===== config.mk =====
export PLATFORM = sky130hd
export DESIGN_NAME = ceres_gpio
export DESIGN_NICKNAME = d
export VERILOG_FILES = /design/src/ceres_pkg.sv /design/src/ceres_gpio.sv
export SDC_FILE = /design/constraint.sdc
export NUM_CORES = 1
export LEC_CHECK = 0
export BUFFER_PORTS_ARGS = -buffer_cell sky130_fd_sc_hd__buf_2
export CAP_MARGIN = 20
export CORE_MARGIN = 2
export CORE_UTILIZATION = 35
export DETAILED_ROUTE_END_ITERATION = 10
export SETUP_SLACK_MARGIN = 0.15
export SLEW_MARGIN = 10
export SYNTH_ARGS = -nofsm -noshare
export SYNTH_HDL_FRONTEND = slang
export SYNTH_SLANG_ARGS = --single-unit

===== constraint.sdc =====
create_clock -name clk_i -period 1.4 [get_ports clk_i]
set_clock_uncertainty 0.1 [all_clocks]
set_input_delay 0.28 -clock clk_i [delete_from_list [all_inputs] [get_ports clk_i]]
set_output_delay 0.28 -clock clk_i [all_outputs]
set_load 0.1 [all_outputs]

===== src/ceres_pkg.sv =====
package ceres_pkg;

  // ==================================================
  // Bus widths
  // ==================================================
  localparam int unsigned data_w = 32;
  localparam int unsigned addr_w = 32;
  // One strobe per data byte
  localparam int unsigned strb_w = data_w / 8;

  // ==================================================
  // Memory map
  // ==================================================
  // Upper nibble selects CLINT and peripheral window
  localparam logic [addr_w-1:0] region_mask      = 32'hF000_0000;
  // Top bit alone selects main RAM
  localparam logic [addr_w-1:0] ram_mask         = 32'h8000_0000;
  localparam logic [addr_w-1:0] mmap_ram_base    = 32'h8000_0000;
  localparam logic [addr_w-1:0] mmap_clint_base  = 32'h3000_0000;
  localparam logic [addr_w-1:0] mmap_periph_base = 32'h2000_0000;

  // Main RAM geometry and response delay
  localparam int unsigned ram_depth_words = 1024;
  localparam int unsigned ram_addr_w      = $clog2(ram_depth_words);
  localparam int unsigned ram_latency     = 4;
  // Counter wide enough to reach ram_latency
  localparam int unsigned ram_cnt_w       = $clog2(ram_latency + 1);

  // GPIO slot in the 4 KB peripheral window
  localparam logic [3:0]  gpio_slot    = 4'd4;
  localparam int unsigned gpio_w       = 32;
  // Register offsets inside the slot
  localparam logic [3:0]  gpio_out_off = 4'h0;
  localparam logic [3:0]  gpio_oe_off  = 4'h4;
  localparam logic [3:0]  gpio_in_off  = 4'h8;

  // CLINT offsets, low word of each 64-bit register
  localparam logic [15:0] clint_msip_off     = 16'h0000;
  localparam logic [15:0] clint_mtimecmp_off = 16'h4000;
  localparam logic [15:0] clint_mtime_off    = 16'hBFF8;

  // ==================================================
  // Decoded region of the current request
  // ==================================================
  typedef enum logic [1:0] {
    region_none,
    region_ram,
    region_clint,
    region_periph
  } region_e;

endpackage


===== src/ceres_gpio.sv =====
`timescale 1ns/1ps

module ceres_gpio (
  input  logic                         clk_i,
  input  logic                         rst_ni,

  // Register access, slot already checked by the decoder
  input  logic                         sel_i,
  input  logic                         we_i,
  input  logic [ceres_pkg::addr_w-1:0] addr_i,
  input  logic [ceres_pkg::data_w-1:0] wdata_i,
  input  logic [ceres_pkg::strb_w-1:0] strb_i,
  output logic [ceres_pkg::data_w-1:0] rdata_o,

  // Pins
  input  logic [ceres_pkg::gpio_w-1:0] gpio_i,
  output logic [ceres_pkg::gpio_w-1:0] gpio_o,
  output logic [ceres_pkg::gpio_w-1:0] gpio_oe_o
);
  import ceres_pkg::*;

  logic [gpio_w-1:0] out_q;
  logic [gpio_w-1:0] oe_q;
  // Two-flop synchronizer ahead of the input register
  logic [gpio_w-1:0] sync1_q;
  logic [gpio_w-1:0] sync2_q;
  logic [gpio_w-1:0] in_q;
  logic [3:0]        offset;
  logic              wr_en;

  // Word offset from address bits 3 to 2
  assign offset = {addr_i[3:2], 2'b00};
  assign wr_en  = sel_i && we_i;

  always_ff @(posedge clk_i or negedge rst_ni) begin
    if (!rst_ni) begin
      out_q   <= '0;
      oe_q    <= '0;
      sync1_q <= '0;
      sync2_q <= '0;
      in_q    <= '0;
    end else begin
      sync1_q <= gpio_i;
      sync2_q <= sync1_q;
      in_q    <= sync2_q;
      // Byte-strobed writes, input register is read-only
      if (wr_en) begin
        for (int b = 0; b < strb_w; b++) begin
          if (strb_i[b] && (offset == gpio_out_off)) begin
            out_q[8*b +: 8] <= wdata_i[8*b +: 8];
          end
          if (strb_i[b] && (offset == gpio_oe_off)) begin
            oe_q[8*b +: 8] <= wdata_i[8*b +: 8];
          end
        end
      end
    end
  end

  // Read mux, fourth word reads zero
  always_comb begin
    case (offset)
      gpio_out_off: rdata_o = out_q;
      gpio_oe_off:  rdata_o = oe_q;
      gpio_in_off:  rdata_o = in_q;
      default:      rdata_o = '0;
    endcase
  end

  // Pin drivers straight from the registers
  assign gpio_o    = out_q;
  assign gpio_oe_o = oe_q;

endmodule


==> results by group <==
Outcome
  – Status: finished with violations
  – Violated checks: negative setup slack

Logic synthesis
  – Post-Synth XOR/XNOR Area: 0
  – Syn Nets: 451
  – Sequential share of the synthesized area: 0.724
  – Synth Area in Compound Gates: 0.0290
  – Syn Inst Count: between 300 and 400
  – Synth top area cells: dfrtp_1 (72%), mux2_2 (13%), mux2i_1 (5.8%)
  – Main flop type after synthesis: dfrtp_1
  – Most frequent cell after synthesis: dfrtp_1
  – Area leader, netlist: dfrtp_1
  – Synth Area in Simple Gates: 0.0457
  – Post-synthesis mux area share: 0.188
  – Yosys cell types: 16
  – Mean post-synth cell area: between 15 and 20 sq um
  – Synth warn: 0
  – Ys async rst share: 1.00
  – Commonest cells post-synth: dfrtp_1 (160), mux2_2 (64), mux2i_1 (32), nand2_1 (32), o21ai_0 (27)
  – Largest family of logic cells by synthesized area: multiplexers
  – Synthesized area: approximately 0.0055 sq mm
  – Synth Register Bits: 160
  – Share of Yosys cell area claimed by the top area cell type: 0.724
  – Post-synth EDFFs: 0
  – Adder-cell share of the synthesized area: 0

Setup path
  – CP top delay family: flip-flops
  – Critical Path Max Stage Delay: 0.49 ns
  – WP data arrival: between 1 and 1.5 ns
  – Critical path class: register to output port
  – Crit-path cells: mux2i_4, buf_6, o21ai_4, buf_12
  – CP endpoint kind: output port
  – Critical path launch point type: register
  – CP Buf/Inv Count: 2
  – CP max-delay cell: dfrtp_4
  – CP max FO: 2
  – CP required: 1.02 ns

STA
  – Relative slew margins: 0.762
  – Final setup fails: 98
  – RSZ-0062 raised after global routing: true
  – Setup TNS: -23.48 ns
  – Hold WS: approximately 0.012 ns
  – Hold Vio Cnt, Final: 0
  – Period utilization: 1.29
  – Fin worst setup slack: -0.410 ns
  – Minimum clock period: between 1.5 and 2 ns
  – FMAX: between 0.5 and 0.6 GHz
  – Least-Margin Pin Slew: 0.356 ns
  – Max-slew violation count: 0

Pwr
  – Pwr Density: ~1800 mW/mm^2
  – Sequential Power Share: 0.287
  – Logic pwr share: 0.513
  – Clk network pwr share: 0.201
  – Pleak: ~0.0051 uW
  – P_int: 12800 uW
  – Peak VDD IR: ~0.0015 V
  – Sw power: between 8000 and 9000 uW
  – Sw frac: 0.398

Drt
  – Initial DRC count: around 190
  – ANT nets after route: 0
  – Final wirelength: 16800 microns
  – DRC Markers: 0
  – DR WL/cell: around 18 microns
  – Vias: 4303
  – 1st-pass router iterations: 4
  – Via density: around 4.6

Clock tree
  – CTS clock-pin slew for the worst setup and hold paths: approximately 0.060 ns
  – CTS tree: yes
  – CTS Buffer Depth: 2
  – CTS HTree Levels: 4
  – Number of buffers created by CTS: 17
  – Worst-Skew Late Latency: between 0.4 and 0.5 ns
  – TritonCTS Sinks: 160
  – CTS Root Buffer Type: clkbuf_16

Global route
  – Total grt overflow: 0
  – Largest net degree at the start of global routing: 39
  – First-pass GRT wire length: 26500 microns
  – Vias in the first global route: around 4800
  – Total global routing track utilization: 0.210
  – Initial antenna violation count: 2

Placed design
  – Post-DP HPWL: 10700 microns
  – PortBufs: between 150 and 200
  – Routability congestion estimate: 0.744

Finish
  – P&R area growth vs syn: 116%
  – Nets@finish: between 800 and 900
  – Share of cells above drive strength 1: 0.747

Floorplanning
  – Cell Rows: 45
  – Die W: between 100 and 150 microns
  – CORE AREA: between 0.015 and 0.02 sq mm
  – Die area: between 0.015 and 0.02 sq mm
  – Starting Density: 0.361
  – Die height: between 100 and 150 microns
  – Ports: 200

Min path
  – Hold crit path type: primary input to register

Run
  – Number of max-cap violations: 0
worst reg2reg max path, delay by kind of cell, from the launching register on:
family	cells	cell delay, ns
buffers and inverters	4	0.46
DFF	1	0.50
muxes	1	0.26
stage by stage:
| step | total power (uW) | instance area (sq um) | setup slack (ns) | utilization | instances |
|---|---|---|---|---|---|
| 2_1_floorplan | 11700 | 6580 | -0.324 | - | 347 |
| 3_3_place_gp | 15500 | 9870 | -0.298 | 0.645 | 805 |
| 3_5_place_dp | 15600 | 9870 | -0.319 | 0.645 | 805 |
| 4_1_cts | 20900 | 11600 | -0.456 | 0.757 | 913 |
| 5_1_grt | 21900 | 11900 | -0.453 | 0.778 | 943 |
| 6_report | 21200 | 11900 | -0.410 | 0.778 | 943 |
final timing paths:
check	start	end	slack (ns)	depth (start not counted)
min in group asynchronous	rst_ni	gpio_o[23]	0.22	2
hold reg to reg	sync1_q[6]	sync2_q[6]	0.24	0
max in group asynchronous	rst_ni	gpio_o[25]	0.43	3
setup / recovery	gpio_o[31]	rdata_o[31]	-0.41	4
hold / removal	wdata_i[20]	gpio_o[20]	0.01	2
setup reg to reg	gpio_oe_o[0]	gpio_oe_o[0]	-0.02	5
layer usage:
metal	global-route usage	wire length [microns]
met4	0.0670	293
met5	0	0
met2	0.347	8780
met3	0.0574	715
met1	0.273	7010
kinds of logic (layout without fill, tap and decap cells):
logic type             count (synthesis)  in the layout
AO/OA/AOI/OAI                         32             32
buffers and inverters                 13            396
flip-flops                           160            160
multiplexers                          96             96
other                                  0              2
AND/OR/NAND/NOR                       46             46
layout by cell type (no fill, tap or decap):
cell	n
buf_2	70
o21ai_4	32
buf_12	112
dlygate4sd3_1	49
clkbuf_16	17
clkbuf_8	1
nor2_4	4
nand3_1	4
mux2i_4	32
mux2_4	57
nor3_4	4
clkinvlp_4	3
buf_4	46
dfrtp_4	64
diode_2	2
nand2_1	32
nor2b_4	1
buf_6	87
clkbuf_1	4
clkinv_4	2
mux2_2	7
clkinv_2	4
nand2b_4	1
bufinv_16	1
dfrtp_1	96
final cells by class:
type / instances / area, sq um
antenna: 2 / 5.00
clock buffer: 22 / 454
clock inverter: 10 / 90.1
fill: 837 / 3400
multi-input combinational: 174 / 2450
sequential: 160 / 4240
tap: 211 / 264
timing repair buffer: 364 / 4410
flip-flops by register name, indices dropped and copies added (netlist names):
signal,flops
sync1_q,32
in_q,32
gpio_o,32
sync2_q,32
gpio_oe_o,32
power by group through the flow:
| stage | logic, uW | registers [uW] | clock network (uW) |
|---|---|---|---|
| after floorplan | 2500 | 9200 | 0 |
| after global placement | 9590 | 5900 | 0 |
| after detailed placement | 9650 | 5940 | 0 |
| after CTS | 10500 | 6050 | 4350 |
| after global routing | 11200 | 6150 | 4570 |
| final | 10900 | 6090 | 4260 |
repair_timing:
action | 4_1_cts | 5_1_grt
pin swaps | 31 | 2
gates resized for setup | 91 | 26
cloned | 0 | 0
endpoints found under the setup margin | 96 | 97
buffers inserted | 27 | 28
endpoints found under the hold margin | 217 | 0
hold buffers | 49 | 0
No activity file was read; power rests on OpenSTA's default activity.
