===== config.mk =====
export PLATFORM = sky130hd
export DESIGN_NAME = ceres_clint
export DESIGN_NICKNAME = d
export VERILOG_FILES = /design/src/ceres_pkg.sv /design/src/ceres_clint.sv
export SDC_FILE = /design/constraint.sdc
export NUM_CORES = 1
export LEC_CHECK = 0
export ABC_CLOCK_PERIOD_IN_PS = 3500
export BUFFER_PORTS_ARGS = -buffer_cell sky130_fd_sc_hd__buf_2
export CORE_MARGIN = 8
export CORE_UTILIZATION = 60
export DETAILED_ROUTE_END_ITERATION = 10
export PLACE_DENSITY = 0.82
export SYNTH_ARGS = -nofsm -noshare
export SYNTH_HDL_FRONTEND = slang
export SYNTH_SLANG_ARGS = --single-unit
export TNS_END_PERCENT = 30

===== constraint.sdc =====
create_clock -name clk_i -period 3.5 [get_ports clk_i]
set_input_delay 0.525 -clock clk_i [delete_from_list [all_inputs] [get_ports clk_i]]
set_output_delay 0.525 -clock clk_i [all_outputs]
set_load 0.01 [all_outputs]

===== src/ceres_pkg.sv =====
package ceres_pkg;

  // ==================================================
  // Bus widths
  // ==================================================
  localparam int unsigned data_w = 32;
  localparam int unsigned addr_w = 32;
  // One strobe per data byte
  localparam int unsigned strb_w = data_w / 8;

  // ==================================================
  // Memory map
  // ==================================================
  // Upper nibble selects CLINT and peripheral window
  localparam logic [addr_w-1:0] region_mask      = 32'hF000_0000;
  // Top bit alone selects main RAM
  localparam logic [addr_w-1:0] ram_mask         = 32'h8000_0000;
  localparam logic [addr_w-1:0] mmap_ram_base    = 32'h8000_0000;
  localparam logic [addr_w-1:0] mmap_clint_base  = 32'h3000_0000;
  localparam logic [addr_w-1:0] mmap_periph_base = 32'h2000_0000;

  // Main RAM geometry and response delay
  localparam int unsigned ram_depth_words = 1024;
  localparam int unsigned ram_addr_w      = $clog2(ram_depth_words);
  localparam int unsigned ram_latency     = 4;
  // Counter wide enough to reach ram_latency
  localparam int unsigned ram_cnt_w       = $clog2(ram_latency + 1);

  // GPIO slot in the 4 KB peripheral window
  localparam logic [3:0]  gpio_slot    = 4'd4;
  localparam int unsigned gpio_w       = 32;
  // Register offsets inside the slot
  localparam logic [3:0]  gpio_out_off = 4'h0;
  localparam logic [3:0]  gpio_oe_off  = 4'h4;
  localparam logic [3:0]  gpio_in_off  = 4'h8;

  // CLINT offsets, low word of each 64-bit register
  localparam logic [15:0] clint_msip_off     = 16'h0000;
  localparam logic [15:0] clint_mtimecmp_off = 16'h4000;
  localparam logic [15:0] clint_mtime_off    = 16'hBFF8;

  // ==================================================
  // Decoded region of the current request
  // ==================================================
  typedef enum logic [1:0] {
    region_none,
    region_ram,
    region_clint,
    region_periph
  } region_e;

endpackage


===== src/ceres_clint.sv =====
`timescale 1ns/1ps

module ceres_clint (
  input  logic                         clk_i,
  input  logic                         rst_ni,

  // Register access, answered in the same cycle
  input  logic                         sel_i,
  input  logic                         we_i,
  input  logic [ceres_pkg::addr_w-1:0] addr_i,
  input  logic [ceres_pkg::data_w-1:0] wdata_i,
  output logic [ceres_pkg::data_w-1:0] rdata_o,

  // Interrupt lines to the core
  output logic                         timer_irq_o,
  output logic                         sw_irq_o
);
  import ceres_pkg::*;

  logic [63:0] mtime_q;
  logic [63:0] mtime_d;
  logic [63:0] mtimecmp_q;
  logic        msip_q;
  logic [15:0] offset;
  logic        wr_en;

  // Offset inside the CLINT region
  assign offset = addr_i[15:0];
  assign wr_en  = sel_i && we_i;

  // ==================================================
  // Free-running mtime
  // ==================================================
  // Written half replaces the incremented value
  always_comb begin
    mtime_d = mtime_q + 64'd1;
    if (wr_en && (offset == clint_mtime_off)) begin
      mtime_d[31:0] = wdata_i;
    end
    if (wr_en && (offset == clint_mtime_off + 16'd4)) begin
      mtime_d[63:32] = wdata_i;
    end
  end

  // ==================================================
  // Register file
  // ==================================================
  always_ff @(posedge clk_i or negedge rst_ni) begin
    if (!rst_ni) begin
      mtime_q    <= '0;
      // All ones keeps the timer interrupt quiet
      mtimecmp_q <= '1;
      msip_q     <= 1'b0;
    end else begin
      mtime_q <= mtime_d;
      if (wr_en) begin
        case (offset)
          clint_msip_off:             msip_q <= wdata_i[0];
          clint_mtimecmp_off:         mtimecmp_q[31:0] <= wdata_i;
          clint_mtimecmp_off + 16'd4: mtimecmp_q[63:32] <= wdata_i;
          // Unknown offsets drop the write
          default: ;
        endcase
      end
    end
  end

  // Read mux
  always_comb begin
    case (offset)
      clint_msip_off:             rdata_o = {{(data_w-1){1'b0}}, msip_q};
      clint_mtimecmp_off:         rdata_o = mtimecmp_q[31:0];
      clint_mtimecmp_off + 16'd4: rdata_o = mtimecmp_q[63:32];
      clint_mtime_off:            rdata_o = mtime_q[31:0];
      clint_mtime_off + 16'd4:    rdata_o = mtime_q[63:32];
      default:                    rdata_o = '0;
    endcase
  end

  // ==================================================
  // Comparator beside the registers
  // ==================================================
  // Level interrupt while mtime at or above mtimecmp
  assign timer_irq_o = (mtime_q >= mtimecmp_q);
  assign sw_irq_o    = msip_q;

endmodule


==> run summary, run 1 <==
Max-cap violation count = 0
Core box area = 14400 um^2
Clk root buf = clkbuf_16
FP Rows = 44
FF+latch count, synth = 129
Initial Util = 60.6%
Clk network pwr share = 50.9%
EDFF count, synth = 0
CTS buffer count = 17
GR met2 Demand/Resource = 40.1%
Initial antenna violation count = 0
Fill cell count = 1070
Reg2reg setup slack = 0.47 ns
CP arrival = 2.94 ns
GR peak layer = met2
Cells on worst reg2reg path = 7
DR vias = 7159
First-pass GRT wire length = 36700 um
Combinational power share = 5.1%
# nets final = 1102
DP HPWL = 15900 um
Net Sw Frac = 22.2%
Starting DRC count in detailed routing = 657
Clk_lat worst skew = 0.43 ns
Seq pwr share = 44.0%
Share of cells above drive strength 1 = 28.3%
Dominant synthesized flop cell = dfrtp_1
Clk slew on worst S/H paths = 0.05 ns
Crit Path Max Fanout = 3
Crit path time final = 3.46 ns
Ys Warns = 0
Final Power = 3460 uW
Max VDD drop = 0.351 mV
Port bufs = 85
CTS resizes = 0
DIE HEIGHT = 137 um
Worst slew pin tran = 1.00 ns
# IOs = 102
Hold Crit Class = in -> async
Drt total wl = 22500 um
Layout area overhead = 14.1%
Int Pwr = 2690 uW
Max clock buf depth = 2
Pre-Repair DR Iteration Count = 5
Gpl congestion = 0.885
Status = finished clean
RR Startpoint = mtime_q[1]
Grt ovf = 0
Gr usage total = 25.1%
Die W = 137 um
Vias in the first global route = 7373
DP Area = 9360 um^2
Postcts setup bufs = 0
Final core occ = 69.2%
Clock skew = 0.00376 ns
Detail Route Antenna Nets = 0
Die area = 18600 um^2
Met1 Use GR = 31.6%
Pwr Density = 348 nW/um^2
Syn nets = 1021
Crit share post-route = 99.0%
Hold Slack = 0.0938 ns
H-tree depth = 4
CP Class = reg -> out
Largest net degree at the start of global routing = 64
Vias per std cell = 6.14
Hold buffers post-CTS = 0
CTS tree = done
Cell chain of the critical path = inv_1 -> ha_1 -> a21oi_1 -> o21ai_0 -> a2111oi_0 -> nor2_1 -> a2111oi_2 -> o21ai_1 -> buf_2
Critical path capture point type = output pin
Antenna cells = 0
Critical path required time = 2.97 ns
Worst-path cell with the longest stage delay = dfstp_2
Max incr delay on CP = 0.54 ns
Maximum clock rate = 289 MHz
Worst slew margin relative to its limit = 33.1%
Final setup viols = 0
Post-Layout Inst Area = 9940 um^2
WL/cell = 19.3 um
TNS Setup = 0 ns
Cell area after synthesis = 8710 um^2
Sequential area share after synthesis = 38.0%
R2r endpoint = mtime_q[46]
Global-route track usage on met3 = 6.20%
Synth cell types = 50
Net Switching = 767 uW
Worst Setup SP = mtimecmp_q[9]
Final Hold Violating Endpoints = 0
End of the critical path = timer_irq_o
Synth Instances = 888
Syn Area/Cell = 9.81 um^2
Slew Limit Fails = 0
Startpoint types = register
DRC = 0
Pleak = 0.00402 uW
Clk sinks = 129
Asr flop ratio synth = 100%
[per-layer routing]
metal  share of wire, %  wire [um]
met2                 48      10700
met4                2.3        509
met1                 43       9700
met5                  0          0
met3                6.9       1550
[worst min path at each step]
stage,startpoint,to,slack (ns),cells past startpoint
after floorplan,rst_ni,mtime_q[0],0.23,0
after global placement,sw_irq_o,sw_irq_o,0.51,1
after detailed placement,sw_irq_o,sw_irq_o,0.53,1
after CTS,rst_ni,mtime_q[3],0.11,1
after global routing,rst_ni,sw_irq_o,0.13,1
final,rst_ni,sw_irq_o,0.09,1
[sequential cells by signal, summed over array words and instances (netlist names)]
register and count:
mtime_q 64, mtimecmp_q 64, sw_irq_o 1
[stage by stage]
| step | worst slack [ns] | std cells |
|---|---|---|
| floorplan | 0.846 | 888 |
| CTS | 0.0201 | 1166 |
| detailed placement | 0.498 | 1134 |
| global placement | 0.543 | 1134 |
| finish | 0.0365 | 1166 |
| global route | -0.0500 | 1166 |
[cell families after synthesis]
family | share of synthesized area, %
adder cells (fa/ha/maj) | 9.34
multiplexers | 16.3
AND/OR/NAND/NOR | 15.6
flip-flops | 38.0
buffers and inverters | 5.20
AO/OA/AOI/OAI | 9.41
XOR/XNOR | 6.23
[area by class of cell]
class | instances | area, um^2 | share of cell area [%]
clock buffers | 27 | 503 | 5.06
clock inverters | 5 | 75.1 | 0.755
inverters | 72 | 270 | 2.72
multi-input cells | 647 | 4970 | 50.0
flip-flops and latches | 129 | 3310 | 33.3
well taps | 184 | 230 | 2.32
repair buffers | 102 | 583 | 5.87
[synth_stat cells (all sizes together), types with 27 or more instances]
library cell / number / area (um^2)
nand3: 28 / 145
o22ai: 31 / 194
o21ai: 70 / 350
nand4: 30 / 203
dfrtp: 65 / 1630
xnor2: 40 / 350
ha: 65 / 813
nand2: 97 / 364
dfstp: 64 / 1680
clkbuf: 27 / 101
mux2: 69 / 777
mux2i: 64 / 641
inv: 72 / 270
[worst max-delay path, delay by kind of cell, from the launching register on]
family / cells / cell delay [ns]
flip-flops: 1 / 0.54
buffers and inverters: 2 / 0.20
AO/OA/AOI/OAI: 5 / 1.34
adder cells (fa/ha/maj): 1 / 0.30
AND/OR/NAND/NOR: 1 / 0.12
[power by group through the flow]
| stage | registers, uW | clock network (uW) | logic (uW) |
|---|---|---|---|
| finish | 1520 | 1760 | 176 |
| floorplan | 1540 | 0 | 77.2 |
| global route | 1520 | 1830 | 195 |
| CTS | 1520 | 1780 | 177 |
| detailed placement | 1550 | 0 | 176 |
| global placement | 1540 | 0 | 169 |
[placed cells by master (no fill, tap or decap), types with 6 or more instances in the layout]
| cell | instances |
|---|---|
| nand2_1 | 97 |
| buf_2 | 83 |
| inv_1 | 72 |
| ha_1 | 65 |
| dfrtp_1 | 65 |
| mux2i_1 | 64 |
| dfstp_2 | 64 |
| mux2_2 | 60 |
| o21ai_0 | 44 |
| xnor2_1 | 40 |
| o22ai_1 | 31 |
| nand4_1 | 29 |
| nand3_1 | 27 |
| o21ai_1 | 26 |
| a21oi_1 | 23 |
| xor2_1 | 22 |
| nor2_1 | 17 |
| clkbuf_16 | 17 |
| buf_4 | 17 |
| nor3_1 | 11 |
| and3_1 | 10 |
| nor4_1 | 9 |
| a21o_1 | 9 |
| mux2_1 | 9 |
| or4_1 | 6 |
| clkbuf_1 | 6 |
No activity file was read; power rests on OpenSTA's default activity.
==> run 2, diff against run 1 <==
--- a/config.mk
+++ b/config.mk
@@ -5,9 +5,8 @@
 export SDC_FILE = /design/constraint.sdc
 export NUM_CORES = 1
 export LEC_CHECK = 0
-export ABC_CLOCK_PERIOD_IN_PS = 3500
+export ABC_CLOCK_PERIOD_IN_PS = 3600
 export BUFFER_PORTS_ARGS = -buffer_cell sky130_fd_sc_hd__buf_2
-export CORE_MARGIN = 8
 export CORE_UTILIZATION = 60
 export DETAILED_ROUTE_END_ITERATION = 10
 export PLACE_DENSITY = 0.82
==> constraint.sdc (replaced) <==
create_clock -name clk_i -period 3.6 [get_ports clk_i]
set_input_delay 0.54 -clock clk_i [delete_from_list [all_inputs] [get_ports clk_i]]
set_output_delay 0.54 -clock clk_i [all_outputs]
set_load 0.01 [all_outputs]
==> run 2 against run 1 <==
Clock skew grew 0.0031 ns. Register-to-register slack improved by 0.11 ns. Non-clock buffer count shrank 2. Clock-buffer cell count decreased by 4. Sequential power down 3%. Setup slack improved by 0.12 ns. Largest cell class unchanged.
==> run summary, run 2 (synthesized netlist as in run 1, its figures left out) <==
# IOs = 102 (unchanged)
CTS tree = done
Critical path capture point type = output pin
Vias in the first global route = 7314 (-0.80%)
Clk slew on worst S/H paths = 0.06 ns (about the same)
Share of cells above drive strength 1 = 28.6% (+0.26 points)
Port bufs = 85 (unchanged)
Startpoint types = register
Final setup viols = 0 (unchanged)
Grt ovf = 0 (unchanged)
Worst slew pin tran = 0.980 ns (-0.0237 ns)
Clk sinks = 129 (unchanged)
Initial antenna violation count = 0 (unchanged)
Final core occ = 70.8% (+1.6 points)
Clock skew = 0.00685 ns (+0.00309 ns)
Final Hold Violating Endpoints = 0 (unchanged)
Core box area = 14000 um^2 (-2.3%)
# nets final = 1100 (-0.18%)
Starting DRC count in detailed routing = 547 (-17%)
Die area = 15000 um^2 (-19%)
Crit share post-route = 95.6%
Hold Crit Class = in -> async
DR vias = 7181 (+0.31%)
H-tree depth = 4 (unchanged)
Pwr Density = 342 nW/um^2 (-1.9%)
Initial Util = 62.0% (+1.4 points)
Vias per std cell = 6.19 (+0.83%)
Final Power = 3390 uW (-1.9%)
First-pass GRT wire length = 36100 um (-1.8%)
DRC = 0 (unchanged)
Critical path required time = 3.06 ns (+0.09 ns)
Max-cap violation count = 0 (unchanged)
Post-place setup slack = 0.436 ns (-0.0617 ns)
Max VDD drop = 0.384 mV (+9.3%)
Worst slew margin relative to its limit = 34.7% (+1.6 points)
WL/cell = 19.0 um (-1.5%)
CP Class = reg -> out
Clk root buf = clkbuf_16
Pre-Repair DR Iteration Count = 5 (unchanged)
Final setup margin = 0.159 ns (+0.123 ns)
Crit path time final = 3.44 ns
Hold Slack = 0.185 ns (+0.0911 ns)
Clk_lat worst skew = 0.43 ns (about the same)
Pleak = 0.00401 uW (-0.18%)
Crit Path Max Fanout = 3 (unchanged)
Largest net degree at the start of global routing = 75 (+17%)
Antenna cells = 0 (unchanged)
Gr usage total = 31.5% (+6.4 points)
CTS buffer count = 17 (unchanged)
TNS Setup = 0 ns (unchanged)
Postcts setup bufs = 0 (unchanged)
Commonest non-fill, non-tap cells in the layout = nand2_1, buf_2, inv_1
Detail Route Antenna Nets = 0 (unchanged)
Drt total wl = 22000 um (-2.0%)
Slew Limit Fails = 0 (unchanged)
FP Rows = 43 (-2.3%)
Gpl congestion = 0.859 (-3.0%)
Status = finished clean
RSZ-0062 raised after global routing = no
Layout area overhead = 14.0% (about the same)
Max clock buf depth = 2 (unchanged)
Die W = 123 um (-10%)
DP HPWL = 15100 um (-5.1%)
Most common cell after layout, fill and taps aside = nand2_1
CP arrival = 2.90 ns (-0.04 ns)
DIE HEIGHT = 123 um (-10%)
Maximum clock rate = 291 MHz
-- run 2: worst paths after layout --
kind / from / to / slack, ns / cells after the start
max: mtimecmp_q[39] / timer_irq_o / 0.16 / 9
min: rst_ni / mtime_q[7] / 0.18 / 1
max reg2reg: mtime_q[1] / mtime_q[46] / 0.58 / 7
min reg2reg: sw_irq_o / sw_irq_o / 0.54 / 1
max in group asynchronous: rst_ni / mtimecmp_q[56] / 2.54 / 2
min in group clk_i: wdata_i[27] / mtime_q[27] / 0.37 / 3
-- run 2: final cells by class --
| cell class | count | area, um^2 |
|---|---|---|
| tap | 180 | 225 |
| clock buffer | 23 | 488 |
| inverter | 72 | 270 |
| fill | 1029 | 4110 |
| sequential | 129 | 3310 |
| multi-input combinational | 647 | 4970 |
| clock inverter | 9 | 105 |
| timing repair buffer | 100 | 568 |
-- run 2: power by group --
group          switching, uW  internal [uW]  leakage [uW]
sequential              17.8           1460       0.00133
clock                    651           1090      0.000281
combinational            108           65.7       0.00240
-- run 2: through the flow --
stage	instance area [um^2]	cells
6_report	9940	1160
2_1_floorplan	8710	888
3_5_place_dp	9340	1128
4_1_cts	9930	1160
3_3_place_gp	9340	1128
5_1_grt	9940	1160
-- run 2: what timing repair did --
action                                 CTS  global route
endpoints found under the hold margin    0             0
gates resized for setup                  1             3
pin swaps                                0             0
setup endpoints to repair                1             1
hold buffers                             0             0
-- run 2: per-layer routing --
layer | vias up | wire length [um] | part of all wire (%) | GRT usage, %
li1 | 3331 | - | - | -
met1 | 3520 | 9460 | 43 | 41.7
met2 | 278 | 10500 | 48 | 50.8
met3 | 52 | 1490 | 6.8 | 5.95
met4 | 0 | 553 | 2.5 | 13.0
met5 | - | 0 | 0 | 0
-- run 2: worst max-delay path, stage by stage, from the launching register on --
cell and delay [ns]:
dfstp_2 0.54, inv_1 0.04, ha_1 0.30, a21oi_1 0.13
o21ai_0 0.16, a221o_1 0.36, a211o_1 0.29, a2111oi_1 0.31
o21ai_1 0.17, buf_2 0.17
==> run 3, diff against run 2 <==
--- a/config.mk
+++ b/config.mk
@@ -10,6 +10,7 @@
 export CORE_UTILIZATION = 60
 export DETAILED_ROUTE_END_ITERATION = 10
 export PLACE_DENSITY = 0.82
+export SETUP_SLACK_MARGIN = 0.4
 export SYNTH_ARGS = -nofsm -noshare
 export SYNTH_HDL_FRONTEND = slang
 export SYNTH_SLANG_ARGS = --single-unit
==> run 3 against run 2 <==
Combinational power up 7%. Clock-buffer cell count stayed put. Clock power hardly changed. Critical path depth stayed put.
==> run summary, run 3 (synthesized netlist as in run 1, its figures left out) <==
Status = finished clean
First-pass GRT wire length = 37700 um (+4.5%)
Die area = 15000 um^2 (unchanged)
Sequential cell area = 3310 um^2 (unchanged)
Largest net degree at the start of global routing = 75 (unchanged)
# IOs = 102 (unchanged)
Clk slew on worst S/H paths = 0.06 ns (about the same)
TNS Setup = 0 ns (unchanged)
Final setup viols = 0 (unchanged)
Final Hold Violating Endpoints = 0 (unchanged)
DIE HEIGHT = 123 um (unchanged)
Post-Layout Inst Area = 10400 um^2 (+4.3%)
Cells on worst reg2reg path = 7 (unchanged)
H-tree depth = 4 (unchanged)
CP Class = reg -> out
Detail Route Antenna Nets = 0 (unchanged)
Fill cell count = 944 (-8.3%)
Max-cap violation count = 0 (unchanged)
Initial Util = 62.0% (unchanged)
RSZ-0062 raised after global routing = yes
Max VDD drop = 0.389 mV (+1.3%)
DP Area = 9340 um^2 (unchanged)
Pleak = 0.00413 uW (+3.0%)
Starting DRC count in detailed routing = 482 (-12%)
DP HPWL = 15100 um (unchanged)
Grt ovf = 0 (unchanged)
Share of cells above drive strength 1 = 33.2% (+4.6 points)
Worst slew margin relative to its limit = 36.1% (+1.4 points)
Slew Limit Fails = 0 (unchanged)
Die W = 123 um (unchanged)
Most common cell after layout, fill and taps aside = nand2_1
Reg2reg setup slack = 0.50 ns (-0.08 ns)
Vias in the first global route = 7509 (+2.7%)
Pwr Density = 329 nW/um^2 (-3.6%)
Max clock buf depth = 2 (unchanged)
Crit Path Max Fanout = 3 (unchanged)
Commonest non-fill, non-tap cells in the layout = nand2_1, buf_2, inv_1, dfrtp_1
Gr usage total = 33.2% (+1.7 points)
Clk_lat worst skew = 0.43 ns (about the same)
DR vias = 7343 (+2.3%)
Vias per std cell = 6.23 (+0.69%)
Hold Crit Class = in -> async
CTS buffer count = 17 (unchanged)
End of the critical path = timer_irq_o
Port bufs = 85 (unchanged)
Area of the multi-input gates = 5250 um^2 (+5.6%)
Crit share post-route = 90.8% (-4.8 points)
Clock skew = 0.00706 ns (+0.000212 ns)
Maximum clock rate = 306 MHz (+5.3%)
RR Startpoint = mtime_q[1]
# nets final = 1118 (+1.6%)
Worst slew pin tran = 0.959 ns (-0.0212 ns)
Pre-Repair DR Iteration Count = 6 (+1)
Cell chain of the critical path = inv_1 -> ha_1 -> nand4_1 -> nor2_1 -> a221o_1 -> a211o_1 -> a2111oi_2 -> o21ai_1 -> buf_2
Drt total wl = 23400 um (+6.3%)
Gpl congestion = 0.859 (unchanged)
Worst-path cell with the longest stage delay = dfstp_2
Max incr delay on CP = 0.54 ns (about the same)
Critical path capture point type = output pin
Crit path time final = 3.27 ns (-0.172 ns)
Initial antenna violation count = 0 (unchanged)
WL/cell = 19.9 um (+4.6%)
R2r endpoint = mtime_q[46]
CP arrival = 2.73 ns (-0.17 ns)
Antenna cells = 0 (unchanged)
Core box area = 14000 um^2 (unchanged)
Critical path required time = 3.06 ns (about the same)
Clk sinks = 129 (unchanged)
Layout area overhead = 18.9%
Startpoint types = register
FP Rows = 43 (unchanged)
DRC = 0 (unchanged)
Worst Setup SP = mtimecmp_q[45]
Clk root buf = clkbuf_16
CTS tree = done
[run 3: cell types whose count changed in the layout (fill, tap and decap cells not counted), moves of 4 or more]
cell | before | now
ha_1 | 65 | 49
ha_4 | 0 | 16
buf_4 | 15 | 29
inv_1 | 72 | 65
inv_2 | 0 | 7
a21oi_1 | 23 | 19
a21oi_2 | 0 | 4
buf_6 | 0 | 4
[run 3: routing by layer]
layer,track usage [%],part of all wire (%)
met5,0,0
met4,14.6,2.8
met3,6.23,6.2
met2,54.1,48
met1,42.9,42
[run 3: worst max-delay path, delay by kind of cell, from the launching register on]
kind	cells	cell delay (ns)
flip-flops	1	0.54
buffers and inverters	2	0.24
AND/OR/NAND/NOR	2	0.26
adder cells (fa/ha/maj)	1	0.29
AO/OA/AOI/OAI	4	0.98
[run 3: layout make-up]
class | count | share of cell area [%]
tap | 180 | 2.17
sequential | 129 | 31.9
inverter | 72 | 2.61
multi-input combinational | 647 | 50.6
timing repair buffer | 118 | 6.93
clock buffer | 23 | 4.71
clock inverter | 9 | 1.01
[run 3: how the worst min path moves through the flow]
stage / from / end
after floorplan: rst_ni / mtime_q[0]
after global placement: sw_irq_o / sw_irq_o
after detailed placement: sw_irq_o / sw_irq_o
after CTS: rst_ni / mtime_q[7]
after global routing: rst_ni / mtime_q[7]
final: rst_ni / mtime_q[7]
[run 3: timing repair]
item,4_1_cts,5_1_grt
endpoints found under the setup margin,1,1
resized for setup,38,10
pin swaps,21,16
hold buffers,0,0
setup buffers,14,4
[run 3: power by group]
group / internal, uW / leakage [uW] / switching [uW]
clock network: 1090 / 0.000281 / 652
logic: 73.4 / 0.00252 / 113
registers: 1460 / 0.00133 / 20.6
[run 3: per-stage QoR]
step | setup WS, ns | total power [uW] | util [%] | cells | hold WS [ns]
floorplan | 0.931 | 1570 | - | 888 | 0.244
global placement | 0.486 | 1670 | 66.5 | 1128 | 0.531
detailed placement | 0.436 | 1670 | 66.5 | 1128 | 0.537
CTS | 0.400 | 3420 | 73.2 | 1174 | 0.201
global route | 0.294 | 3510 | 73.8 | 1178 | 0.230
finish | 0.331 | 3410 | 73.8 | 1178 | 0.158
