**src/ceres_pkg.sv**
```systemverilog
package ceres_pkg;

  // ==================================================
  // Bus widths
  // ==================================================
  localparam int unsigned data_w = 32;
  localparam int unsigned addr_w = 32;
  // One strobe per data byte
  localparam int unsigned strb_w = data_w / 8;

  // ==================================================
  // Memory map
  // ==================================================
  // Upper nibble selects CLINT and peripheral window
  localparam logic [addr_w-1:0] region_mask      = 32'hF000_0000;
  // Top bit alone selects main RAM
  localparam logic [addr_w-1:0] ram_mask         = 32'h8000_0000;
  localparam logic [addr_w-1:0] mmap_ram_base    = 32'h8000_0000;
  localparam logic [addr_w-1:0] mmap_clint_base  = 32'h3000_0000;
  localparam logic [addr_w-1:0] mmap_periph_base = 32'h2000_0000;

  // Main RAM geometry and response delay
  localparam int unsigned ram_depth_words = 1024;
  localparam int unsigned ram_addr_w      = $clog2(ram_depth_words);
  localparam int unsigned ram_latency     = 4;
  // Counter wide enough to reach ram_latency
  localparam int unsigned ram_cnt_w       = $clog2(ram_latency + 1);

  // GPIO slot in the 4 KB peripheral window
  localparam logic [3:0]  gpio_slot    = 4'd4;
  localparam int unsigned gpio_w       = 32;
  // Register offsets inside the slot
  localparam logic [3:0]  gpio_out_off = 4'h0;
  localparam logic [3:0]  gpio_oe_off  = 4'h4;
  localparam logic [3:0]  gpio_in_off  = 4'h8;

  // CLINT offsets, low word of each 64-bit register
  localparam logic [15:0] clint_msip_off     = 16'h0000;
  localparam logic [15:0] clint_mtimecmp_off = 16'h4000;
  localparam logic [15:0] clint_mtime_off    = 16'hBFF8;

  // ==================================================
  // Decoded region of the current request
  // ==================================================
  typedef enum logic [1:0] {
    region_none,
    region_ram,
    region_clint,
    region_periph
  } region_e;

endpackage

```
**src/ceres_bus_decoder.sv**
```systemverilog
`timescale 1ns/1ps

module ceres_bus_decoder (
  // Request from the core side
  input  logic                         req_valid_i,
  input  logic [ceres_pkg::addr_w-1:0] req_addr_i,

  // Slave responses
  input  logic                         ram_rsp_valid_i,
  input  logic [ceres_pkg::data_w-1:0] ram_rdata_i,
  input  logic [ceres_pkg::data_w-1:0] clint_rdata_i,
  input  logic [ceres_pkg::data_w-1:0] gpio_rdata_i,

  // Slave selects
  output logic                         ram_sel_o,
  output logic                         clint_sel_o,
  output logic                         gpio_sel_o,

  // Response back to the core side
  output logic                         rsp_valid_o,
  output logic [ceres_pkg::data_w-1:0] rsp_rdata_o
);
  import ceres_pkg::*;

  region_e    region;
  logic [3:0] slot;

  // 4 KB peripheral slot index
  assign slot = req_addr_i[15:12];

  // ==================================================
  // Region classification
  // ==================================================
  // Priority order RAM, CLINT, peripheral window
  always_comb begin
    region = region_none;
    if (req_valid_i) begin
      if ((req_addr_i & ram_mask) == mmap_ram_base) begin
        region = region_ram;
      end else if ((req_addr_i & region_mask) == mmap_clint_base) begin
        region = region_clint;
      end else if ((req_addr_i & region_mask) == mmap_periph_base) begin
        region = region_periph;
      end
    end
  end

  // Select levels held for the whole request
  assign ram_sel_o   = (region == region_ram);
  assign clint_sel_o = (region == region_clint);
  // Only place where the slot is checked
  assign gpio_sel_o  = (region == region_periph) && (slot == gpio_slot);

  // ==================================================
  // Response multiplexer
  // ==================================================
  always_comb begin
    rsp_valid_o = 1'b0;
    rsp_rdata_o = '0;
    case (region)
      region_ram: begin
        // RAM answers after its latency counter
        rsp_valid_o = ram_rsp_valid_i;
        if (ram_rsp_valid_i) begin
          rsp_rdata_o = ram_rdata_i;
        end
      end
      region_clint: begin
        // Same-cycle answer
        rsp_valid_o = 1'b1;
        rsp_rdata_o = clint_rdata_i;
      end
      region_periph: begin
        // Empty slots answer at once with zero
        rsp_valid_o = 1'b1;
        if (gpio_sel_o) begin
          rsp_rdata_o = gpio_rdata_i;
        end
      end
      default: begin
        // Unmapped address, request just hangs
        rsp_valid_o = 1'b0;
      end
    endcase
  end

endmodule

```
**config.mk**
```make
export PLATFORM = sky130hd
export DESIGN_NAME = ceres_bus_decoder
export DESIGN_NICKNAME = d
export VERILOG_FILES = /design/src/ceres_pkg.sv /design/src/ceres_bus_decoder.sv
export SDC_FILE = /design/constraint.sdc
export NUM_CORES = 1
export LEC_CHECK = 0
export BUFFER_PORTS_ARGS = -buffer_cell sky130_fd_sc_hd__buf_2
export CORE_AREA = 2 2 64 66
export DETAILED_ROUTE_END_ITERATION = 8
export DIE_AREA = 0 0 66 68
export PLACE_DENSITY = 0.74
export SETUP_SLACK_MARGIN = 0.4
export SYNTH_ARGS = -nofsm -noshare
export SYNTH_HDL_FRONTEND = slang
export SYNTH_SLANG_ARGS = --single-unit
```
**constraint.sdc**
```tcl
create_clock -name vclk -period 1.3
set_clock_uncertainty 0.15 [all_clocks]
set_input_delay 0.26 -clock vclk [all_inputs]
set_output_delay 0.26 -clock vclk [all_outputs]
set_load 0.02 [all_outputs]
```
==> results of run 1 <==
==> routing by layer <==
| layer | GRT usage | vias to the layer above |
|---|---|---|
| met2 | 0.452 | 86 |
| met4 | 0.0153 | 0 |
| met5 | 0 | - |
| met1 | 0.250 | 790 |
| met3 | 0.0345 | 4 |
| li1 | - | 791 |
==> Yosys cell counts <==
master                           n  area, um2
sky130_fd_sc_hd__nand2_2         1       6.26
sky130_fd_sc_hd__dlygate4sd1_1   3       26.3
sky130_fd_sc_hd__buf_2           3       15.0
sky130_fd_sc_hd__nor2b_1         1       6.26
sky130_fd_sc_hd__and2_1          2       12.5
sky130_fd_sc_hd__and4bb_1        1       12.5
sky130_fd_sc_hd__nor4_4          1       21.3
sky130_fd_sc_hd__a32oi_1        32        280
sky130_fd_sc_hd__clkbuf_1        3       11.3
sky130_fd_sc_hd__buf_6           6       67.6
sky130_fd_sc_hd__buf_4           3       22.5
sky130_fd_sc_hd__o21ai_1        32        160
sky130_fd_sc_hd__and3_1          2       12.5
sky130_fd_sc_hd__a21oi_1         1       5.00
sky130_fd_sc_hd__nand2_1        32        120
sky130_fd_sc_hd__nor3b_1         1       7.51
==> power by group through the flow <==
stage | clock network (uW) | logic, uW | registers [uW]
2_1_floorplan | 0 | 250 | 0
3_3_place_gp | 0 | 472 | 0
3_5_place_dp | 0 | 480 | 0
4_1_cts | 0 | 618 | 0
5_1_grt | 0 | 715 | 0
6_report | 0 | 683 | 0
==> stage by stage <==
| step | hold slack, ns | area, um2 |
|---|---|---|
| final | 0.682 | 2830 |
| after global routing | 0.688 | 2830 |
| after CTS | 0.674 | 2610 |
| after detailed placement | 0.704 | 2050 |
| after global placement | 0.700 | 2050 |
| after floorplan | 0.504 | 1350 |
==> worst max-delay path by stage <==
stage | cells after the start | start | endpoint | slack, ns
floorplan | 4 | req_addr_i[31] | rsp_rdata_o[14] | -0.23
global placement | 6 | req_addr_i[31] | rsp_rdata_o[3] | -0.50
detailed placement | 6 | req_addr_i[31] | rsp_rdata_o[23] | -0.52
CTS | 7 | req_valid_i | rsp_rdata_o[27] | -0.49
global route | 7 | req_addr_i[31] | rsp_rdata_o[19] | -0.55
finish | 7 | req_addr_i[31] | rsp_rdata_o[19] | -0.52
==> logic make-up (layout without fill, tap and decap cells) <==
kind of cell           Yosys count  count (layout)
AOI/OAI and AO/OA               65              65
buffers and inverters           18             163
and+or+nand+nor                 41              41
==> layout make-up <==
| cell class | instances | area, um2 | area share |
|---|---|---|---|
| multi-input combinational | 106 | 1480 | 0.522 |
| tap | 50 | 62.6 | 0.0221 |
| timing repair buffer | 163 | 1290 | 0.456 |
==> what timing repair did <==
item | CTS | global route
pin swaps | 7 | 12
resized for setup | 102 | 28
hold buffers | 0 | 0
setup buffers | 4 | 1
gates cloned | 3 | 4
setup endpoints to repair | 36 | 36
==> results.txt, run 1 <==
----------------------------------------------------
[GRT]
  Aggregate global-route resource usage ... 0.221
  Number of global-route vias before repair ... 1634
  Wire length of the first global-routing pass ... between 7000 and 8000 um
  Largest net degree at the start of global routing ... 22
  Global-route congestion overflow total ... 0
  Initial antenna violation count ... 0

[Status]
  Violations in the final reports ... negative setup slack
  Status ... finished with violations

[Routing]
  Top layer reached by signal wires ... met4
  Count of TritonRoute iterations in the first routing pass ... 4
  Violation count after the first detailed-routing iteration ... 52
  Amount of wire on met2 after detailed routing ... 3210 um
  Vias ... 1671
  Total detailed-routing wirelength ... 5820 um
  Met1 wire length ... 2180 um
  Mean number of vias per cell ... approximately 5.2
  Post-detailed-route DRC marker count ... 0
  Routed len/inst ... 18.2 um
  Post-detailed-route count of antenna-violating nets ... 0
  Met3 routed WL ... between 400 and 500 um

[Placement]
  Instance count after placement with tap cells included ... a little over 300
  Placer's final routability congestion estimate ... around 0.76
  Number of buffer cells added on primary ports ... 142
  Worst Setup Slack post-DPL ... -0.524 ns
  Post-detail-place hpwl ... around 3500 um

[Floorplanning]
  Y dimension of the die ... 68 um
  # IOs ... 166
  Core area ... around 0.0039 mm2
  Die Span X ... ~66 um
  Die footprint ... 0.00449 mm2
  Initial Util ... 0.204
  Row count ... 23

[Power]
  Max IR drop VDD ... 0.166 mV
  Power density normalized to cell area ... 241 mW/mm2
  Leakage ... 0.00112 uW
  Total power consumption of the routed design ... 683 uW
  Combinational cell fraction of total power ... 1.000
  Sequential cell fraction of total power ... 0
  Int Power ... 339 uW
  Clock group share of total power ... 0
  Net switching fraction of the power ... 0.503
  Net switching power figure ... around 340 uW

[Setup path]
  Crit path buffers/inverters ... 4
  Worst stage delay on the critical path ... about 0.37 ns
  Kind of cell with the highest combined delay on the critical path ... buffers and inverters
  Most common cell on crit path ... sky130_fd_sc_hd__buf_6
  Crit. End Element ... output port
  Category of the worst setup path launch point ... primary input
  CP Max Fanout ... 9
  Worst endpoint data arrival time ... about 1.4 ns
  Worst-path cell chain ... buf_6 > and4bb_4 > buf_6 > buf_16 > a32oi_2 > o21ai_4 > buf_6
  CP max stage cell ... sky130_fd_sc_hd__and4bb_4
  Critical Path RT ... 0.89 ns
  Crit Path Category ... in2out

[Yosys]
  Synth warn ... 0
  Proportion of synthesized chip area in sequential cells ... 0
  Main combinational cell family by area after synthesis ... compound AO/OA/AOI/OAI gates
  Multiplexer share of the synthesized area ... 0
  Adder and majority cell fraction of the synthesized area ... 0
  Average instance area after synthesis ... roughly 6.3 um2
  Synth Area in Simple Gates ... 0.253
  Share of the synthesized netlist area taken by xor and xnor gates ... 0
  Synthesized area ... between 700 and 800 um2
  Synthesized net count ... ~250
  Post-synthesis cell type count ... 16
  Post-synthesis instance total ... 124
  Post-synthesis compound-gate area fraction ... 0.566

[STA]
  Summed negative setup slack over all endpoints ... -16.48 ns
  Post-layout min period ... about 1.8 ns
  Final hold violations ... 0
  Worst max-slew margin expressed relative to the limit ... 0.698
  Total count of max-transition violations in the final report ... 0
  Setup-violating endpoint count in the final report ... 35
  RSZ-0062 raised after global routing ... true
  Minimum setup slack in the final design ... -0.520 ns
  Crit share post-route ... 1.40
  Fmax ... 0.549 GHz
  Slew at the pin with the worst max-slew slack ... 0.453 ns

[Hold path]
  Hold path startpoint ... ram_rdata_i[7]
  Hold Path Sink ... rsp_rdata_o[7]
  Worst hold stages ... 4
  Type of the tightest min-delay check ... in2out

[Cells and area]
  Most common cell after layout, fill and taps aside ... sky130_fd_sc_hd__buf_2
  Layout fillers ... 259
  Share of final-layout standard cells stronger than drive strength 1 ... 0.948
  Layout Area Growth over Synthesis ... 260%
  Final cell count without fillers ... around 320
  Post-layout nets ... 401
  Fin util ... 0.734
  Diodes inserted ... 0
  Footprint of the flip-flops and latches ... 0 um2
  Leading cell types in the layout, fill and taps excluded ... sky130_fd_sc_hd__buf_2 (103), sky130_fd_sc_hd__buf_6 (43), sky130_fd_sc_hd__o21ai_4 (30), sky130_fd_sc_hd__a32oi_2 (17), sky130_fd_sc_hd__nand2_2 (17)
  Sequential cells ... 0
  Clock buf count ... 0

[Run]
  Max-capacitance violation count ... 0

----------------------------------------------------
Power figures use the tool's default switching activity.
==> run 2: changes to the inputs <==
--- a/config.mk
+++ b/config.mk
@@ -9,7 +9,7 @@
 export CORE_AREA = 2 2 64 66
 export DETAILED_ROUTE_END_ITERATION = 8
 export DIE_AREA = 0 0 66 68
-export PLACE_DENSITY = 0.74
+export PLACE_DENSITY = 0.71
 export SETUP_SLACK_MARGIN = 0.4
 export SYNTH_ARGS = -nofsm -noshare
 export SYNTH_HDL_FRONTEND = slang
==> constraint.sdc (replaced) <==
create_clock -name vclk -period 2.21
set_clock_uncertainty 0.15 [all_clocks]
set_input_delay 0.442 -clock vclk [all_inputs]
set_output_delay 0.442 -clock vclk [all_outputs]
set_load 0.02 [all_outputs]
==> results.txt, run 2 (synthesis gave the netlist of run 1 again) <==
----------------------------------------------------
[STA]
  Final hold violations ... 0 (unchanged)
  Total count of max-transition violations in the final report ... 0 (unchanged)
  Minimum setup slack in the final design ... 0.0506 ns (was -0.520 ns)
  Slew at the pin with the worst max-slew slack ... 0.281 ns (was 0.453 ns)
  Summed negative setup slack over all endpoints ... 0 ns (was -16.48 ns)
  Post-layout min period ... 2.16 ns
  Crit share post-route ... 0.977
  Setup-violating endpoint count in the final report ... 0 (was 35)
  RSZ-0062 raised after global routing ... true (unchanged)
  Fmax ... 0.463 GHz
  Worst max-slew margin expressed relative to the limit ... 0.811 (was 0.698)

[Cells and area]
  Sequential cells ... 0 (unchanged)
  Final cell count without fillers ... 316 (was 319)
  Post-layout instance area ... 0.00275 mm2 (was 0.00283 mm2)
  Fin util ... 0.713 (was 0.734)
  Post-layout nets ... 398 (was 401)
  Area occupied by multi-input gates ... 0.00143 mm2 (was 0.00148 mm2)
  Layout fillers ... 276 (was 259)
  Leading cell types in the layout, fill and taps excluded ... sky130_fd_sc_hd__buf_2 (110), sky130_fd_sc_hd__buf_6 (34), sky130_fd_sc_hd__o21ai_4 (30), sky130_fd_sc_hd__nand2_2 (20), sky130_fd_sc_hd__a32oi_2 (19) (was sky130_fd_sc_hd__buf_2 (103), sky130_fd_sc_hd__buf_6 (43), sky130_fd_sc_hd__o21ai_4 (30), sky130_fd_sc_hd__a32oi_2 (17), sky130_fd_sc_hd__nand2_2 (17))
  Diodes inserted ... 0 (unchanged)
  Most common cell after layout, fill and taps aside ... sky130_fd_sc_hd__buf_2 (unchanged)
  Share of final-layout standard cells stronger than drive strength 1 ... 0.940 (was 0.948)
  Clock buf count ... 0 (unchanged)
  Layout Area Growth over Synthesis ... 249% (was 260%)
  Footprint of the flip-flops and latches ... 0 um2 (unchanged)

[GRT]
  Initial antenna violation count ... 0 (unchanged)
  Global-route congestion overflow total ... 0 (unchanged)
  Number of global-route vias before repair ... 1632 (was 1634)
  Largest net degree at the start of global routing ... 34 (was 22)
  Aggregate global-route resource usage ... 0.203 (was 0.221)
  Wire length of the first global-routing pass ... 7310 um (was 7890 um)

[Routing]
  Mean number of vias per cell ... 5.18 (was 5.24)
  Count of TritonRoute iterations in the first routing pass ... 4 (unchanged)
  Met1 wire length ... 2010 um (was 2180 um)
  Post-detailed-route count of antenna-violating nets ... 0 (unchanged)
  Post-detailed-route DRC marker count ... 0 (unchanged)
  Vias ... 1638 (was 1671)
  Amount of wire on met2 after detailed routing ... 2890 um (was 3210 um)
  Violation count after the first detailed-routing iteration ... 46 (was 52)
  Met3 routed WL ... 447 um (was 402 um)
  Total detailed-routing wirelength ... 5360 um (was 5820 um)
  Routed len/inst ... 17.0 um (was 18.2 um)
  Top layer reached by signal wires ... met4 (unchanged)

[Power]
  Power density normalized to cell area ... 139 mW/mm2 (was 241 mW/mm2)
  Max IR drop VDD ... 0.0950 mV (was 0.166 mV)
  Leakage ... 0.00110 uW (was 0.00112 uW)

[Placement]
  Placer's final routability congestion estimate ... 0.716 (was 0.763)
  Placed cell area ... 0.00207 mm2 (was 0.00205 mm2)
  Number of buffer cells added on primary ports ... 142 (unchanged)
  Post-detail-place hpwl ... 3280 um (was 3500 um)
  Worst Setup Slack post-DPL ... 0.0283 ns (was -0.524 ns)
  Instance count after placement with tap cells included ... 307 (unchanged)

[Hold path]
  Type of the tightest min-delay check ... in2out (unchanged)
  Hold Path Sink ... rsp_rdata_o[16] (was rsp_rdata_o[7])
  Hold path startpoint ... ram_rdata_i[16] (was ram_rdata_i[7])
  Worst hold stages ... 4 (unchanged)

[Setup path]
  Critical Path RT ... 1.62 ns (was 0.89 ns)
  Worst stage delay on the critical path ... 0.39 ns (was 0.37 ns)
  Crit Path Category ... in2out (unchanged)
  Worst endpoint data arrival time ... 1.57 ns (was 1.41 ns)
  Crit. End Element ... output port (unchanged)
  CP Max Fanout ... 6 (was 9)
  Worst-path cell chain ... buf_6 > and4bb_4 > buf_12 > clkbuf_16 > a32oi_4 > o21ai_4 > buf_6 (was buf_6 > and4bb_4 > buf_6 > buf_16 > a32oi_2 > o21ai_4 > buf_6)
  CP max stage cell ... sky130_fd_sc_hd__and4bb_4 (unchanged)
  Most common cell on crit path ... sky130_fd_sc_hd__buf_6 (unchanged)
  Category of the worst setup path launch point ... primary input (unchanged)

[Status]
  Status ... finished, final reports clean (was finished with violations)

[Floorplanning]
  Die footprint ... 0.00449 mm2 (unchanged)
  # IOs ... 166 (unchanged)
  Die Span X ... 66 um (unchanged)
  Y dimension of the die ... 68 um (unchanged)
  Row count ... 23 (unchanged)
  Core area ... 0.00386 mm2 (unchanged)
  Initial Util ... 0.204 (unchanged)

[Clock tree]
  Number of buffers added to fix hold violations after cts ... 0 (unchanged)

[Run]
  Max-capacitance violation count ... 0 (unchanged)

----------------------------------------------------
## run 2: worst max-delay path by stage
stage                   start               to  slack, ns  cells past startpoint
2_1_floorplan  req_addr_i[31]  rsp_rdata_o[14]       0.32                      4
3_3_place_gp      req_valid_i  rsp_rdata_o[22]       0.03                      6
3_5_place_dp      req_valid_i  rsp_rdata_o[22]       0.03                      6
4_1_cts        req_addr_i[30]   rsp_rdata_o[3]       0.06                      7
5_1_grt        req_addr_i[31]  rsp_rdata_o[24]       0.01                      7
6_report       req_addr_i[31]  rsp_rdata_o[24]       0.05                      7
## run 2: stage by stage
stage	total power [uW]	hold slack, ns
floorplan	146	0.868
global placement	278	1.06
detailed placement	284	1.07
CTS	351	1.04
global route	403	1.05
finish	382	1.04
## run 2: final cells by class
type	instances	area share
multi-input combinational	106	0.519
timing repair buffer	160	0.459
tap	50	0.0227
## run 2: timing repair
item                                    CTS  global route
buffers inserted                          3             0
pin swaps                                 4            18
resized for setup                        87            27
endpoints found under the setup margin   34            35
gates cloned                              3             3
## run 2: critical path: cells and delay by family
kind / cells / cell delay [ns]
compound gates: 2 / 0.20
buf+inv: 4 / 0.53
simple gates: 1 / 0.39
## run 2: power breakdown
part / internal [uW] / switching, uW / total, uW
clock network: 0 / 0 / 0
registers: 0 / 0 / 0
logic: 191 / 192 / 382
## run 2: routing by layer
| metal | up-vias | global-route usage |
|---|---|---|
| li1 | 783 | - |
| met1 | 766 | 0.226 |
| met2 | 87 | 0.428 |
| met3 | 2 | 0.0197 |
| met4 | 0 | 0.0153 |
| met5 | - | 0 |
==> run 3: changes to the inputs <==
--- a/config.mk
+++ b/config.mk
@@ -9,7 +9,7 @@
 export CORE_AREA = 2 2 64 66
 export DETAILED_ROUTE_END_ITERATION = 8
 export DIE_AREA = 0 0 66 68
-export PLACE_DENSITY = 0.71
+export PLACE_DENSITY = 0.74
 export SETUP_SLACK_MARGIN = 0.4
 export SYNTH_ARGS = -nofsm -noshare
 export SYNTH_HDL_FRONTEND = slang
==> constraint.sdc (replaced) <==
create_clock -name vclk -period 1.8
set_clock_uncertainty 0.15 [all_clocks]
set_input_delay 0.36 -clock vclk [all_inputs]
set_output_delay 0.36 -clock vclk [all_outputs]
set_load 0.02 [all_outputs]
==> results.txt, run 3 (synthesis gave the netlist of run 1 again) <==
----------------------------------------------------
[Cells and area]
  Share of final-layout standard cells stronger than drive strength 1 ... 0.970 (was 0.940)
  Final cell count without fillers ... 320 (was 316)
  Leading cell types in the layout, fill and taps excluded ... sky130_fd_sc_hd__buf_2 (103), sky130_fd_sc_hd__buf_6 (43), sky130_fd_sc_hd__o21ai_4 (30), sky130_fd_sc_hd__nand2_2 (25), sky130_fd_sc_hd__a32oi_4 (16) (was sky130_fd_sc_hd__buf_2 (110), sky130_fd_sc_hd__buf_6 (34), sky130_fd_sc_hd__o21ai_4 (30), sky130_fd_sc_hd__nand2_2 (20), sky130_fd_sc_hd__a32oi_2 (19))
  Most common cell after layout, fill and taps aside ... sky130_fd_sc_hd__buf_2 (unchanged)
  Layout fillers ... 257 (was 276)
  Post-layout instance area ... 0.00294 mm2 (was 0.00275 mm2)
  Post-layout nets ... 402 (was 398)
  Diodes inserted ... 0 (unchanged)
  Footprint of the flip-flops and latches ... 0 um2 (unchanged)
  Sequential cells ... 0 (unchanged)
  Clock buf count ... 0 (unchanged)
  Layout Area Growth over Synthesis ... 274% (was 249%)

[STA]
  Fmax ... 0.498 GHz
  RSZ-0062 raised after global routing ... true (unchanged)
  Post-layout min period ... 2.01 ns
  Worst max-slew margin expressed relative to the limit ... 0.807 (was 0.811)
  Total count of max-transition violations in the final report ... 0 (unchanged)
  Minimum setup slack in the final design ... -0.209 ns (was 0.0506 ns)
  Final hold violations ... 0 (unchanged)
  Minimum hold slack ... 0.876 ns (was 1.04 ns)
  Crit share post-route ... 1.12
  Setup-violating endpoint count in the final report ... 34 (was 0)
  Slew at the pin with the worst max-slew slack ... 0.287 ns (was 0.281 ns)
  Summed negative setup slack over all endpoints ... -6.10 ns (was 0 ns)

[Setup path]
  Worst stage delay on the critical path ... 0.38 ns (was 0.39 ns)
  CP Max Fanout ... 4 (was 6)
  Most common cell on crit path ... sky130_fd_sc_hd__buf_6 (unchanged)
  Crit path buffers/inverters ... 4 (unchanged)
  Crit Path Category ... in2out (unchanged)
  Crit. End Element ... output port (unchanged)
  Critical Path RT ... 1.29 ns (was 1.62 ns)
  Worst-path cell chain ... buf_6 > and4bb_4 > buf_6 > buf_6 > a32oi_2 > o21ai_4 > buf_6 (was buf_6 > and4bb_4 > buf_12 > clkbuf_16 > a32oi_4 > o21ai_4 > buf_6)
  Kind of cell with the highest combined delay on the critical path ... buffers and inverters (unchanged)
  Startpoint of the worst setup timing path ... req_addr_i[30] (was req_addr_i[31])
  Worst endpoint data arrival time ... 1.50 ns (was 1.57 ns)
  Category of the worst setup path launch point ... primary input (unchanged)
  Capture point of the critical path ... rsp_rdata_o[24] (unchanged)
  Path length in cells of the critical path ... 7 (unchanged)
  CP max stage cell ... sky130_fd_sc_hd__and4bb_4 (unchanged)

[Placement]
  Number of buffer cells added on primary ports ... 142 (unchanged)
  Instance count after placement with tap cells included ... 305 (was 307)
  Post-detail-place hpwl ... 3240 um (was 3280 um)
  Placer's final routability congestion estimate ... 0.777 (was 0.716)
  Placed cell area ... 0.00206 mm2 (was 0.00207 mm2)

[Floorplanning]
  # IOs ... 166 (unchanged)
  Die Span X ... 66 um (unchanged)
  Die footprint ... 0.00449 mm2 (unchanged)
  Initial Util ... 0.204 (unchanged)
  Row count ... 23 (unchanged)
  Core area ... 0.00386 mm2 (unchanged)
  Y dimension of the die ... 68 um (unchanged)

[Routing]
  Routed len/inst ... 18.4 um (was 17.0 um)
  Violation count after the first detailed-routing iteration ... 34 (was 46)
  Mean number of vias per cell ... 5.28 (was 5.18)
  Vias ... 1688 (was 1638)
  Post-detailed-route DRC marker count ... 0 (unchanged)
  Total detailed-routing wirelength ... 5890 um (was 5360 um)
  Post-detailed-route count of antenna-violating nets ... 0 (unchanged)
  Count of TritonRoute iterations in the first routing pass ... 4 (unchanged)

[Power]
  Leakage ... 0.00114 uW (was 0.00110 uW)
  Power density normalized to cell area ... 173 mW/mm2 (was 139 mW/mm2)
  Max IR drop VDD ... 0.174 mV (was 0.0950 mV)
  Total power consumption of the routed design ... 508 uW (was 382 uW)

[Hold path]
  Type of the tightest min-delay check ... in2out (unchanged)
  Hold path startpoint ... ram_rdata_i[15] (was ram_rdata_i[16])

[GRT]
  Largest net degree at the start of global routing ... 34 (unchanged)
  Global-route congestion overflow total ... 0 (unchanged)
  Aggregate global-route resource usage ... 0.218 (was 0.203)
  Met3 track demand over resource in global routing ... 0.0395 (was 0.0197)
  M2 GR Usage ... 0.437 (was 0.428)
  Wire length of the first global-routing pass ... 7770 um (was 7310 um)
  Number of global-route vias before repair ... 1609 (was 1632)
  Routing usage on met1 ... 0.244 (was 0.226)
  Initial antenna violation count ... 0 (unchanged)
  Most used routing layer ... met2 (unchanged)

[Run]
  Max-capacitance violation count ... 0 (unchanged)

[Status]
  Status ... finished with violations (was finished, final reports clean)
  Violations in the final reports ... negative setup slack

----------------------------------------------------
run 3: changes by cell type in the layout (fill, tap and decap cells not counted), sizes merged:
cell / previous run / this run
buf: 157 / 160
clkbuf: 3 / 4
run 3: per-stage QoR:
| step | util | setup slack (ns) |
|---|---|---|
| floorplan | - | 0.0725 |
| global placement | 0.534 | -0.248 |
| detailed placement | 0.534 | -0.254 |
| CTS | 0.701 | -0.200 |
| global route | 0.763 | -0.242 |
| finish | 0.763 | -0.209 |
run 3: worst min-delay path by stage:
stage                                 end  slack [ns]  cells after the start
final                     rsp_rdata_o[15]        0.88                      4
after global routing      rsp_rdata_o[15]        0.89                      4
after detailed placement  rsp_rdata_o[16]        0.90                      4
after floorplan           rsp_rdata_o[10]        0.70                      2
after global placement    rsp_rdata_o[16]        0.90                      4
after CTS                 rsp_rdata_o[16]        0.87                      4
run 3: routing by layer:
metal,up-vias,wire length (um)
li1,791,-
met1,810,2250
met2,81,3190
met3,6,386
met4,0,59
met5,-,0
run 3: power breakdown:
group	internal [uW]	switching [uW]
registers	0	0
logic	254	254
clock network	0	0
run 3: what timing repair did:
item,CTS,global route
gates cloned,4,5
hold buffers,0,0
gates resized for setup,113,28
endpoints found under the setup margin,35,35
setup buffers,5,1
pin swaps,8,12
run 3: area by class of cell:
class                      instances  area (um2)  area share
tap                               50        62.6      0.0213
multi-input combinational        106        1510       0.514
timing repair buffer             164        1370       0.465
run 3: tightest hold or removal path, cell delays in order:
cell and delay, ns:
sky130_fd_sc_hd__buf_2 0.08, sky130_fd_sc_hd__a32oi_2 0.05, sky130_fd_sc_hd__o21ai_2 0.06, sky130_fd_sc_hd__buf_6 0.11
